--- src/design/resp_route_pkg.sv ---
// Shared payload layout, route mask widths and FIFO sizing for the response distribution tree
`default_nettype none

package resp_route_pkg;

  // ------------------------------
  // Tree shape
  // ------------------------------
  parameter int num_bundles = 2;
  parameter int num_lanes   = 2;

  // Router level select values
  parameter int route_level_bundle = 0;
  parameter int route_level_lane   = 1;

  // ------------------------------
  // Response payload
  // ------------------------------
  // One route mask per hierarchy level, multi-hot allowed
  typedef struct packed {
    logic [num_bundles-1:0] bundle_mask;
    logic [num_lanes-1:0]   lane_mask;
    logic [7:0]             tag;
    logic [15:0]            data;
  } resp_payload_t;

  parameter int payload_width = $bits(resp_payload_t);

  // ------------------------------
  // Queue sizing
  // ------------------------------
  // Threshold leaves eight slots for beats already in flight upstream
  parameter int fifo_depth             = 16;
  parameter int fifo_almost_full_level = 8;

endpackage : resp_route_pkg

`default_nettype wire
--- src/design/resp_dist_top.sv ---
// Top of the response tree; one bundle router feeding one lane router per bundle
`default_nettype none

module resp_dist_top #(
  parameter int num_bundles = resp_route_pkg::num_bundles,
  parameter int num_lanes   = resp_route_pkg::num_lanes
) (
  input  logic                                ap_clk,
  input  logic                                areset_control,
  input  logic                                in_valid,
  input  resp_route_pkg::resp_payload_t       in_payload,
  output logic                                in_almost_full,
  output logic                                setup_busy,
  input  logic [num_bundles*num_lanes-1:0]    leaf_ready,
  output logic [num_bundles*num_lanes-1:0]    leaf_valid,
  output resp_route_pkg::resp_payload_t       leaf_payload [num_bundles]
);

  logic [num_bundles-1:0]        bundle_valid;
  resp_route_pkg::resp_payload_t bundle_payload;
  logic [num_bundles-1:0]        lane_almost_full;
  logic [num_bundles-1:0]        lane_ready;
  logic [num_bundles-1:0]        lane_busy;
  logic                          bundle_busy;

  // Lane router can take more while below its threshold
  assign lane_ready = ~lane_almost_full;
  assign setup_busy = bundle_busy | (|lane_busy);

  // ------------------------------
  // Bundle level
  // ------------------------------
  resp_level_router #(
    .num_req    (num_bundles),
    .route_level(resp_route_pkg::route_level_bundle)
  ) u_bundle_router (
    .ap_clk        (ap_clk),
    .areset_control(areset_control),
    .in_valid      (in_valid),
    .in_payload    (in_payload),
    .almost_full   (in_almost_full),
    .setup_busy    (bundle_busy),
    .req_ready     (lane_ready),
    .out_valid     (bundle_valid),
    .out_payload   (bundle_payload)
  );

  // ------------------------------
  // Lane level
  // ------------------------------
  for (genvar b = 0; b < num_bundles; b++) begin : g_bundle
    resp_level_router #(
      .num_req    (num_lanes),
      .route_level(resp_route_pkg::route_level_lane)
    ) u_lane_router (
      .ap_clk        (ap_clk),
      .areset_control(areset_control),
      .in_valid      (bundle_valid[b]),
      .in_payload    (bundle_payload),
      .almost_full   (lane_almost_full[b]),
      .setup_busy    (lane_busy[b]),
      .req_ready     (leaf_ready[b*num_lanes +: num_lanes]),
      .out_valid     (leaf_valid[b*num_lanes +: num_lanes]),
      .out_payload   (leaf_payload[b])
    );

    // A leaf beat carries both its bundle and lane bits
    for (genvar l = 0; l < num_lanes; l++) begin : g_leaf_chk
      a_leaf_route : assert property (@(posedge ap_clk) disable iff (areset_control)
        leaf_valid[b*num_lanes+l] |->
          (leaf_payload[b].bundle_mask[b] && leaf_payload[b].lane_mask[l]));
    end
  end

endmodule : resp_dist_top

`default_nettype wire

--- src/design/resp_level_router.sv ---
// One-to-N response router for one tree level; queues packets and multicasts them by route mask
`default_nettype none

module resp_level_router #(
  parameter int num_req     = 2,
  parameter int route_level = 0
) (
  input  logic                          ap_clk,
  input  logic                          areset_control,
  input  logic                          in_valid,
  input  resp_route_pkg::resp_payload_t in_payload,
  output logic                          almost_full,
  output logic                          setup_busy,
  input  logic [num_req-1:0]            req_ready,
  output logic [num_req-1:0]            out_valid,
  output resp_route_pkg::resp_payload_t out_payload
);

  // ------------------------------
  // Input stage
  // ------------------------------
  logic                          in_valid_reg;
  resp_route_pkg::resp_payload_t in_payload_reg;
  logic [num_req-1:0]            ready_reg;

  // ------------------------------
  // Queue
  // ------------------------------
  logic [resp_route_pkg::payload_width-1:0] fifo_dout;
  logic                                     fifo_empty;
  logic                                     fifo_almost_full;
  logic                                     fifo_rst_busy;
  resp_route_pkg::resp_payload_t            head;
  logic [num_req-1:0]                       head_mask;
  logic                                     pop;
  logic [num_req-1:0]                       pop_mask;

  // ------------------------------
  // Fan-out stage
  // ------------------------------
  logic [num_req-1:0]            fanout_valid;
  resp_route_pkg::resp_payload_t fanout_payload;
  logic [num_req-1:0]            out_mask;

  always_ff @(posedge ap_clk) begin
    if (areset_control) begin
      in_valid_reg <= 1'b0;
      ready_reg    <= '0;
    end else begin
      in_valid_reg <= in_valid;
      ready_reg    <= req_ready;
    end
  end

  always_ff @(posedge ap_clk) begin
    in_payload_reg <= in_payload;
  end

  resp_sync_fifo #(
    .width            (resp_route_pkg::payload_width),
    .depth            (resp_route_pkg::fifo_depth),
    .almost_full_level(resp_route_pkg::fifo_almost_full_level)
  ) u_fifo (
    .ap_clk        (ap_clk),
    .areset_control(areset_control),
    .din           (in_payload_reg),
    .wr_en         (in_valid_reg),
    .rd_en         (pop),
    .dout          (fifo_dout),
    .empty         (fifo_empty),
    .full          (),
    .almost_full   (fifo_almost_full),
    .rst_busy      (fifo_rst_busy)
  );

  assign head = fifo_dout;

  // Route mask of this level
  generate
    if (route_level == resp_route_pkg::route_level_bundle) begin : g_bundle_mask
      assign head_mask = head.bundle_mask[num_req-1:0];
      assign out_mask  = out_payload.bundle_mask[num_req-1:0];
    end else begin : g_lane_mask
      assign head_mask = head.lane_mask[num_req-1:0];
      assign out_mask  = out_payload.lane_mask[num_req-1:0];
    end
  endgenerate

  // Pop only once every addressed requestor is ready
  assign pop      = ~fifo_empty & ~fifo_rst_busy & ((head_mask & ~ready_reg) == '0);
  assign pop_mask = head_mask & {num_req{pop}};

  always_ff @(posedge ap_clk) begin
    if (areset_control) begin
      fanout_valid <= '0;
      out_valid    <= '0;
    end else begin
      fanout_valid <= pop_mask;
      out_valid    <= fanout_valid;
    end
  end

  // Payload shared by all requestors
  always_ff @(posedge ap_clk) begin
    fanout_payload <= head;
    out_payload    <= fanout_payload;
  end

  // ------------------------------
  // Status back to the sender
  // ------------------------------
  always_ff @(posedge ap_clk) begin
    if (areset_control) begin
      almost_full <= 1'b0;
      setup_busy  <= 1'b1;
    end else begin
      almost_full <= fifo_almost_full;
      setup_busy  <= fifo_rst_busy;
    end
  end

  // Outputs only name requestors in the mask of the payload they carry
  a_out_in_mask : assert property (@(posedge ap_clk) disable iff (areset_control)
    (out_valid & ~out_mask) == '0);

  // Upstream never queues an unrouted packet
  a_head_mask_set : assert property (@(posedge ap_clk) disable iff (areset_control)
    (!fifo_empty && !fifo_rst_busy) |-> (head_mask != '0));

endmodule : resp_level_router

`default_nettype wire

--- src/design/resp_sync_fifo.sv ---
// Synchronous first-word-fall-through FIFO, used as the packet queue inside each router
`default_nettype none

module resp_sync_fifo #(
  parameter int width             = 28,
  parameter int depth             = 16,
  parameter int almost_full_level = 8
) (
  input  logic             ap_clk,
  input  logic             areset_control,
  input  logic [width-1:0] din,
  input  logic             wr_en,
  input  logic             rd_en,
  output logic [width-1:0] dout,
  output logic             empty,
  output logic             full,
  output logic             almost_full,
  output logic             rst_busy
);

  localparam int ptr_w = $clog2(depth);
  localparam int cnt_w = $clog2(depth + 1);

  logic [width-1:0] mem [depth];
  logic [ptr_w-1:0] wr_ptr;
  logic [ptr_w-1:0] rd_ptr;
  logic [cnt_w-1:0] count;
  logic [1:0]       busy_cnt;
  logic             do_wr;
  logic             do_rd;

  assign do_wr = wr_en & ~full;
  assign do_rd = rd_en & ~empty;

  // Head of queue shown without a read cycle
  assign dout        = mem[rd_ptr];
  assign empty       = (count == '0);
  assign full        = (count == cnt_w'(depth));
  assign almost_full = (count >= cnt_w'(almost_full_level));

  // ------------------------------
  // Storage
  // ------------------------------
  always_ff @(posedge ap_clk) begin
    if (do_wr) begin
      mem[wr_ptr] <= din;
    end
  end

  // ------------------------------
  // Pointers and occupancy
  // ------------------------------
  always_ff @(posedge ap_clk) begin
    if (areset_control) begin
      wr_ptr <= '0;
      rd_ptr <= '0;
      count  <= '0;
    end else begin
      if (do_wr) begin
        wr_ptr <= (wr_ptr == ptr_w'(depth - 1)) ? '0 : wr_ptr + 1'b1;
      end
      if (do_rd) begin
        rd_ptr <= (rd_ptr == ptr_w'(depth - 1)) ? '0 : rd_ptr + 1'b1;
      end
      count <= count + cnt_w'(do_wr) - cnt_w'(do_rd);
    end
  end

  // Busy through reset and two cycles beyond
  always_ff @(posedge ap_clk) begin
    if (areset_control) begin
      busy_cnt <= 2'd2;
      rst_busy <= 1'b1;
    end else begin
      if (busy_cnt != 2'd0) begin
        busy_cnt <= busy_cnt - 2'd1;
      end
      rst_busy <= (busy_cnt != 2'd0);
    end
  end

  a_no_write_full : assert property (@(posedge ap_clk) disable iff (areset_control)
    !(wr_en && full));
  a_no_read_empty : assert property (@(posedge ap_clk) disable iff (areset_control)
    !(rd_en && empty));

endmodule : resp_sync_fifo

`default_nettype wire

--- config.mk ---
export PLATFORM = sky130hd
export DESIGN_NAME = resp_dist_top
export DESIGN_NICKNAME = d
export VERILOG_FILES = /design/src/design/resp_route_pkg.sv /design/src/design/resp_dist_top.sv /design/src/design/resp_level_router.sv /design/src/design/resp_sync_fifo.sv
export SDC_FILE = /design/constraint.sdc
export NUM_CORES = 1
export LEC_CHECK = 0
export ABC_AREA = 1
export BUFFER_PORTS_ARGS = -buffer_cell sky130_fd_sc_hd__buf_2
export CORE_ASPECT_RATIO = 2
export CORE_MARGIN = 1.5
export CORE_UTILIZATION = 25
export CTS_CLUSTER_DIAMETER = 150
export DETAILED_ROUTE_END_ITERATION = 10
export PLACE_DENSITY = 0.42
export RECOVER_POWER = 25
export SLEW_MARGIN = 10
export SYNTH_ARGS = -nofsm -noshare
export SYNTH_HDL_FRONTEND = slang
export SYNTH_SLANG_ARGS = --single-unit
--- constraint.sdc ---
create_clock -name ap_clk -period 4.5 [get_ports ap_clk]
set_input_delay 0.9 -clock ap_clk [delete_from_list [all_inputs] [get_ports ap_clk]]
set_output_delay 0.9 -clock ap_clk [all_outputs]
set_load 0.005 [all_outputs]
==> results of run 1 <==
## placed cells by master, fill, tap and decap left out, types with 44 or more instances in the layout
master     count
clkbuf_1      65
o21ai_0      606
edfxtp_1    1344
o22ai_1       70
nor2_1       692
nand3_1      167
buf_4         87
o221ai_1     242
buf_2         77
o21ai_1       44
o211ai_1      74
inv_1        135
dfxtp_1      292
nor2_4        47
nand2_1      268
clkbuf_16    168
## area by class of cell
cell class                 instances  area [µm²]  area share (%)
sequential                      1655       46600            66.6
multi-input combinational       2323       12400            17.7
clock buffer                     220        4530            6.47
tap                             3212        4020            5.74
timing repair buffer             195        1240            1.77
clock inverter                    64         623           0.890
inverter                         151         583           0.833
antenna                           16        40.0          0.0572
## metal layers
layer  up-vias  track usage (%)  share of wire (%)
met5         -                0             0.0069
met4         2             5.27                3.7
met3       297             1.71                3.4
met2       685             27.2                 55
met1     18300             15.1                 38
li1      16500                -                  -
## cell families (layout without fill, tap and decap cells)
kind of cell	count (synthesis)	count (layout)	share of synthesized area [%]
flops	1655	1655	77.0
simple gates	1197	1197	7.89
compound gates	1069	1069	10.8
buf+inv	428	630	3.17
fa+ha+maj	45	45	0.968
xor+xnor	12	12	0.174
other cells	0	16	0
## power groups by stage
stage	combinational (µW)	sequential, µW	clock (µW)
global placement	2350	19500	0
finish	2310	19200	13500
global route	2620	19300	14500
floorplan	1450	19000	0
CTS	2400	19200	14000
detailed placement	2390	19600	0
## per-stage QoR
step,util (%),power (µW)
CTS,29.1,35600
detailed placement,26.9,22000
global placement,26.9,21900
finish,29.1,35000
floorplan,-,20400
global route,29.1,36400
## worst paths after layout
kind,startpoint,end,slack [ns],cells past startpoint
setup / recovery,register,g_bundle[0].u_lane_router.u_fifo.count[4]$_SDFF_PP0_,1.12,18
hold / removal,in_payload[16],u_bundle_router.in_payload_reg[16]$_DFF_P_,0.19,1
setup reg to reg,register,g_bundle[0].u_lane_router.u_fifo.count[4]$_SDFF_PP0_,1.12,18
hold reg to reg,g_bundle[1].u_lane_router.fanout_payload[19]$_DFF_P_,g_bundle[1].u_lane_router.out_payload[19]$_DFF_P_,0.30,0
==> impl_metrics.csv, run 1 <==
group,metric,value,unit
run_status,violations,"capacitance limit, slew limit",
placement,place_area,0.0649,mm²
timing,drv_slew,244,
synth,synth_edf_count,1344,
die,die_area,0.245,mm²
timing,fin_skew,0.0533,ns
detailed_routing,ant_nets,0,
synth,ys_async_sr_fraction,0,%
placement,pre_cts_ws,1.09,ns
cts,clock_latency,0.83,ns
timing,rsz0062_at_grt,"no",
synth,ys_types,31,
run_status,status,"complete, but fails checks",
finish,drive_above_1_share,10.5,%
finish,area_delta_synth_final,15.7,%
detailed_routing,drc,0,
detailed_routing,num_vias,35700,
cts,clock_sinks,1655,
die,die_h,699,µm
cts,ctsHoldBuffers,0,
detailed_routing,viasPerCell,4.56,
global_route,grt_max_degree,179,
setup_path,crit_family,"simple AND/OR/NAND/NOR gates",
setup_path,crit_path_start_kind,"register",
setup_path,criticalPathCategory,"reg2reg",
global_route,globalRouteTotalUtil,14.0,%
die,die_x,351,µm
setup_path,slowest_delay,0.72,ns
cts,cts_buffers,163,
global_route,grt_overflow,0,
min_path,hold_class,"in2reg",
timing,fmax,296,MHz
synth,synthTopCellsByCount,"1344 x edfxtp_1, 739 x nor2_1, 606 x o21ai_0, 311 x dfxtp_1, 268 x nand2_1",
finish,largest_register_ffs,896,
synth,seq_area_frac_synth,77.0,%
timing,fin_tns_setup,0,ns
global_route,antenna_found_initial,16,
power,switching_share,24.5,%
power,ir_worst_vdd,0.226,mV
timing,worst_pin_slew,2.44,ns
synth,synth.most_common_cell,"edfxtp_1",
detailed_routing,firstDrtPassIters,5,
setup_path,cp_max_fo,50,
cts,cts_max_level,4,
setup_path,cp_slowest_cell,"dfxtp_4",
synth,syn_area,0.0605,mm²
synth,syn_inst,4406,
synth,synth_area_per_cell,13.7,µm²
timing,slew_headroom,-62.6,%
detailed_routing,drt_wl_total,174000,µm
placement,gp_congestion,0.748,
global_route,grt_pass1_wl,252000,µm
timing,setup_viol,0,
power,pwr-share-comb,6.6,%
finish,top_regs,"g_bundle.u_lane_router.u_fifo.mem (896), u_bundle_router.u_fifo.mem (448), g_bundle.u_lane_router.fanout_payload (56)",
setup_path,critPathBufInv,3,
power,p_switching,8590,µW
cts,clock_path_buffers,4,
synth,synth_warnings,0,
synth,yosysTopAreaCell,"edfxtp_1",
cts,cts_tree,"yes",
synth,synth.area.top_cells,"edfxtp_1 67%, dfxtp_1 10%, o21ai_0 5.0%",
timing,fin_crit_sh,75.1,%
cts,post_cts_buffers,0,
die,initial_utilization,25.1,%
finish,final_cell_area,0.0700,mm²
setup_path,crit_chain,"inv_6, nand2_1, nand3_1, nand3_1, nand3_1, nand2_1, nand2_2, nand3_4, inv_2, ha_1, inv_1, ha_1, fa_1, nand2_1, a21oi_1, nor2_1, o21ai_0, a21oi_1",
cts,ctsRootBufferMaster,"clkbuf_16",
setup_path,endpoint_kind,"register",
placement,dpl.hpwl,98800,µm
synth,syn_nets,4486,
setup_path,cp.required,5.22,ns
synth,ys_seq_elements,1655,
die,rows,255,
power,power_density,500,mW/mm²
die,io_pins,97,
placement,dp_cells,7536,
detailed_routing,wl_per_cell,22.2,µm
timing,fin_hold_ws,0.195,ns
flow_run,drv_cap,7,
finish,fillers,24200,
timing,min_period,3.38,ns
timing,finalHoldViolations,0,
power,power_frac_seq,54.8,%
detailed_routing,first_iter_violations,2070,
timing,fin_ws,1.12,ns
setup_path,cp.arrival,4.10,ns
finish,largest-register,"g_bundle.u_lane_router.u_fifo.mem",
die,core_area,0.241,mm²
finish,fin_nets,4569,
placement,io_buffers,96,
power,p_int,26400,µW
synth,synth_top_area_share,66.7,%
finish,layoutNonFillerInstCount,7836,
power,p_clk_share,38.6,%
cts,cts_resized,0,
cts,clk_pin_slew_worst_paths,0.07,ns
power,leakagePower,0.0229,µW
synth,ys.flop_type,"edfxtp_1",
global_route,grt_pass1_vias,36400,
No activity file was read; power rests on OpenSTA's default activity.
==> inputs of run 2 (changes only) <==
==> constraint.sdc (replaced) <==
create_clock -name ap_clk -period 3.2 [get_ports ap_clk]
set_input_delay 0.64 -clock ap_clk [delete_from_list [all_inputs] [get_ports ap_clk]]
set_output_delay 0.64 -clock ap_clk [all_outputs]
set_load 0.005 [all_outputs]
==> run 2 against run 1 <==
  * The run still ends with capacitance limit, slew limit left
  * Utilization grew 0.60 points
  * Flip-flop and latch count is the same
  * Critical path type unchanged
  * Register-to-register slack lost 0.80 ns
  * Hold slack lost 0.12 ns
  * Critical path depth is the same
  * Fmax grew 17%
  * Largest cell class unchanged
==> impl_metrics.csv, run 2 (same netlist as run 1, synthesis figures left out) <==
group,metric,value,unit
setup_path,slowest_delay,0.52,ns
die,die_h,699,µm
finish,final_cell_mix,"1344 x edfxtp_1, 692 x nor2_1, 606 x o21ai_0, 294 x dfxtp_1, 268 x nand2_1",
global_route,grt_pass1_vias,37500,
global_route,busiest_layer,"met2",
power,power_density,698,mW/mm²
finish,utilization,29.7,%
global_route,grt_max_degree,172,
placement,dp_cells,7581,
cts,cts_max_level,4,
die,core_area,0.241,mm²
timing,fin_tns_setup,0,ns
timing,drv_slew,344,
cts,ctsRootBufferMaster,"clkbuf_16",
run_status,violations,"capacitance limit, slew limit",
global_route,grt_pass1_wl,257000,µm
finish,layout_commonest_cell,"edfxtp_1",
setup_path,cp_max_fo,22,
min_path,hold_class,"in2reg",
placement,pre_cts_ws,0.237,ns
finish,largest_register_ffs,896,
setup_path,cp.required,3.91,ns
timing,fmax,347,MHz
finish,multi_input_area,0.0124,mm²
run_status,status,"complete, but fails checks",
timing,slew_headroom,-67.3,%
timing,setup_viol,0,
cts,clock_path_buffers,4,
setup_path,crit_path_start_kind,"register",
placement,gp_congestion,0.775,
setup_path,cp_slowest_cell,"dfxtp_4",
finish,top_regs,"g_bundle.u_lane_router.u_fifo.mem (896), u_bundle_router.u_fifo.mem (448), g_bundle.u_lane_router.fanout_payload (56)",
finish,fillers,24100,
flow_run,drv_cap,10,
detailed_routing,ant_nets,0,
setup_path,endpoint_kind,"register",
timing,fin_skew,0.0546,ns
cts,clock_latency,0.81,ns
power,power.total,49900,µW
timing,fin_crit_sh,90.1,%
power,leakagePower,0.0235,µW
detailed_routing,drc,0,
cts,clock_sinks,1655,
global_route,grt_util_met2,27.7,%
setup_path,crit_chain,"inv_6, nand2_1, nand3_1, nand3_1, nand3_1, nand2_1, nand2_2, nand3_4, inv_2, ha_1, inv_1, ha_1, fa_1, nand2_1, a21oi_1, nor2_1, o21ai_0, a21oi_1",
detailed_routing,drt_wl_total,177000,µm
die,rows,255,
detailed_routing,wl_per_cell,22.3,µm
timing,rsz0062_at_grt,"no",
placement,dpl.hpwl,100000,µm
timing,finalHoldViolations,0,
global_route,globalRouteTotalUtil,14.2,%
detailed_routing,firstDrtPassIters,6,
die,io_pins,97,
finish,regArea,0.0466,mm²
finish,area_delta_synth_final,18.1,%
detailed_routing,num_vias,36100,
finish,drive_above_1_share,11.6,%
placement,io_buffers,96,
timing,fin_ws,0.318,ns
cts,cts_buffers,167,
detailed_routing,viasPerCell,4.56,
global_route,grt_overflow,0,
finish,fin_nets,4648,
global_route,antenna_found_initial,6,
cts,clk_pin_slew_worst_paths,0.06,ns
die,die_area,0.245,mm²
global_route,grtUsageMet3,1.59,%
global_route,grtUsageMet1,15.3,%
setup_path,criticalPathCategory,"reg2reg",
power,ir_worst_vdd,0.433,mV
timing,worst_pin_slew,2.51,ns
timing,min_period,2.88,ns
cts,cts_tree,"yes",
die,initial_utilization,25.1,%
die,die_x,351,µm
finish,layoutNonFillerInstCount,7914,
setup_path,cp.arrival,3.60,ns
detailed_routing,first_iter_violations,2038,
finish,largest-register,"g_bundle.u_lane_router.u_fifo.mem",
[run 2: cell types whose count changed in the layout (fill, tap and decap cells not counted), sizes merged]
cell | before | now
buf | 169 | 218
diode | 16 | 3
clkbuf | 246 | 263
clkinvlp | 6 | 4
dlygate4sd3 | 0 | 28
bufinv | 11 | 10
[run 2: final timing paths]
check	from	to	slack (ns)	cells after the start
min reg2reg	u_bundle_router.fanout_payload[14]$_DFF_P_	u_bundle_router.out_payload[14]$_DFF_P_	0.30	0
max reg2reg	register	g_bundle[0].u_lane_router.u_fifo.count[4]$_SDFF_PP0_	0.32	18
max	register	g_bundle[0].u_lane_router.u_fifo.count[4]$_SDFF_PP0_	0.32	18
min	leaf_ready[1]	g_bundle[0].u_lane_router.ready_reg[1]$_SDFF_PP0_	0.07	3
[run 2: final cells by class]
type,count,share of cell area [%]
diodes,3,0.0105
clock buffers,239,6.67
clock inverters,61,0.809
inverters,151,0.823
multi-input cells,2323,17.3
flip-flops and latches,1655,65.3
well taps,3212,5.62
repair buffers,270,3.50
[run 2: repair_timing]
item                                   CTS  global route
setup buffers                            0             2
resized for setup                        0             4
setup endpoints to repair                0             1
hold buffers                            28             0
endpoints found under the hold margin   28             0
[run 2: worst max-delay path, delay by kind of cell (launching register included)]
family	cells	cell delay (ns)
flops	1	0.52
fa+ha+maj	3	0.91
simple gates	9	0.88
buf+inv	3	0.23
compound gates	3	0.28
[run 2: where the power goes]
group | switching (µW) | internal (µW) | total [µW]
clock network | 8380 | 11200 | 19600
registers | 1180 | 25500 | 26600
logic | 2690 | 1000 | 3690
total | 12300 | 37600 | 49900
[run 2: per-layer routing]
metal	share of wire (%)	wire [µm]	vias up
met2	55	97900	754
met5	0	0	-
met4	4.0	7050	0
met1	37	66100	18400
li1	-	-	16600
met3	3.2	5630	325
[run 2: per-stage QoR]
stage | hold WS (ns) | instance area [µm²]
2_1_floorplan | 0.310 | 60500
3_3_place_gp | 0.312 | 65900
3_5_place_dp | 0.312 | 65900
4_1_cts | 0.0106 | 71500
5_1_grt | 0.0840 | 71500
6_report | 0.0735 | 71500
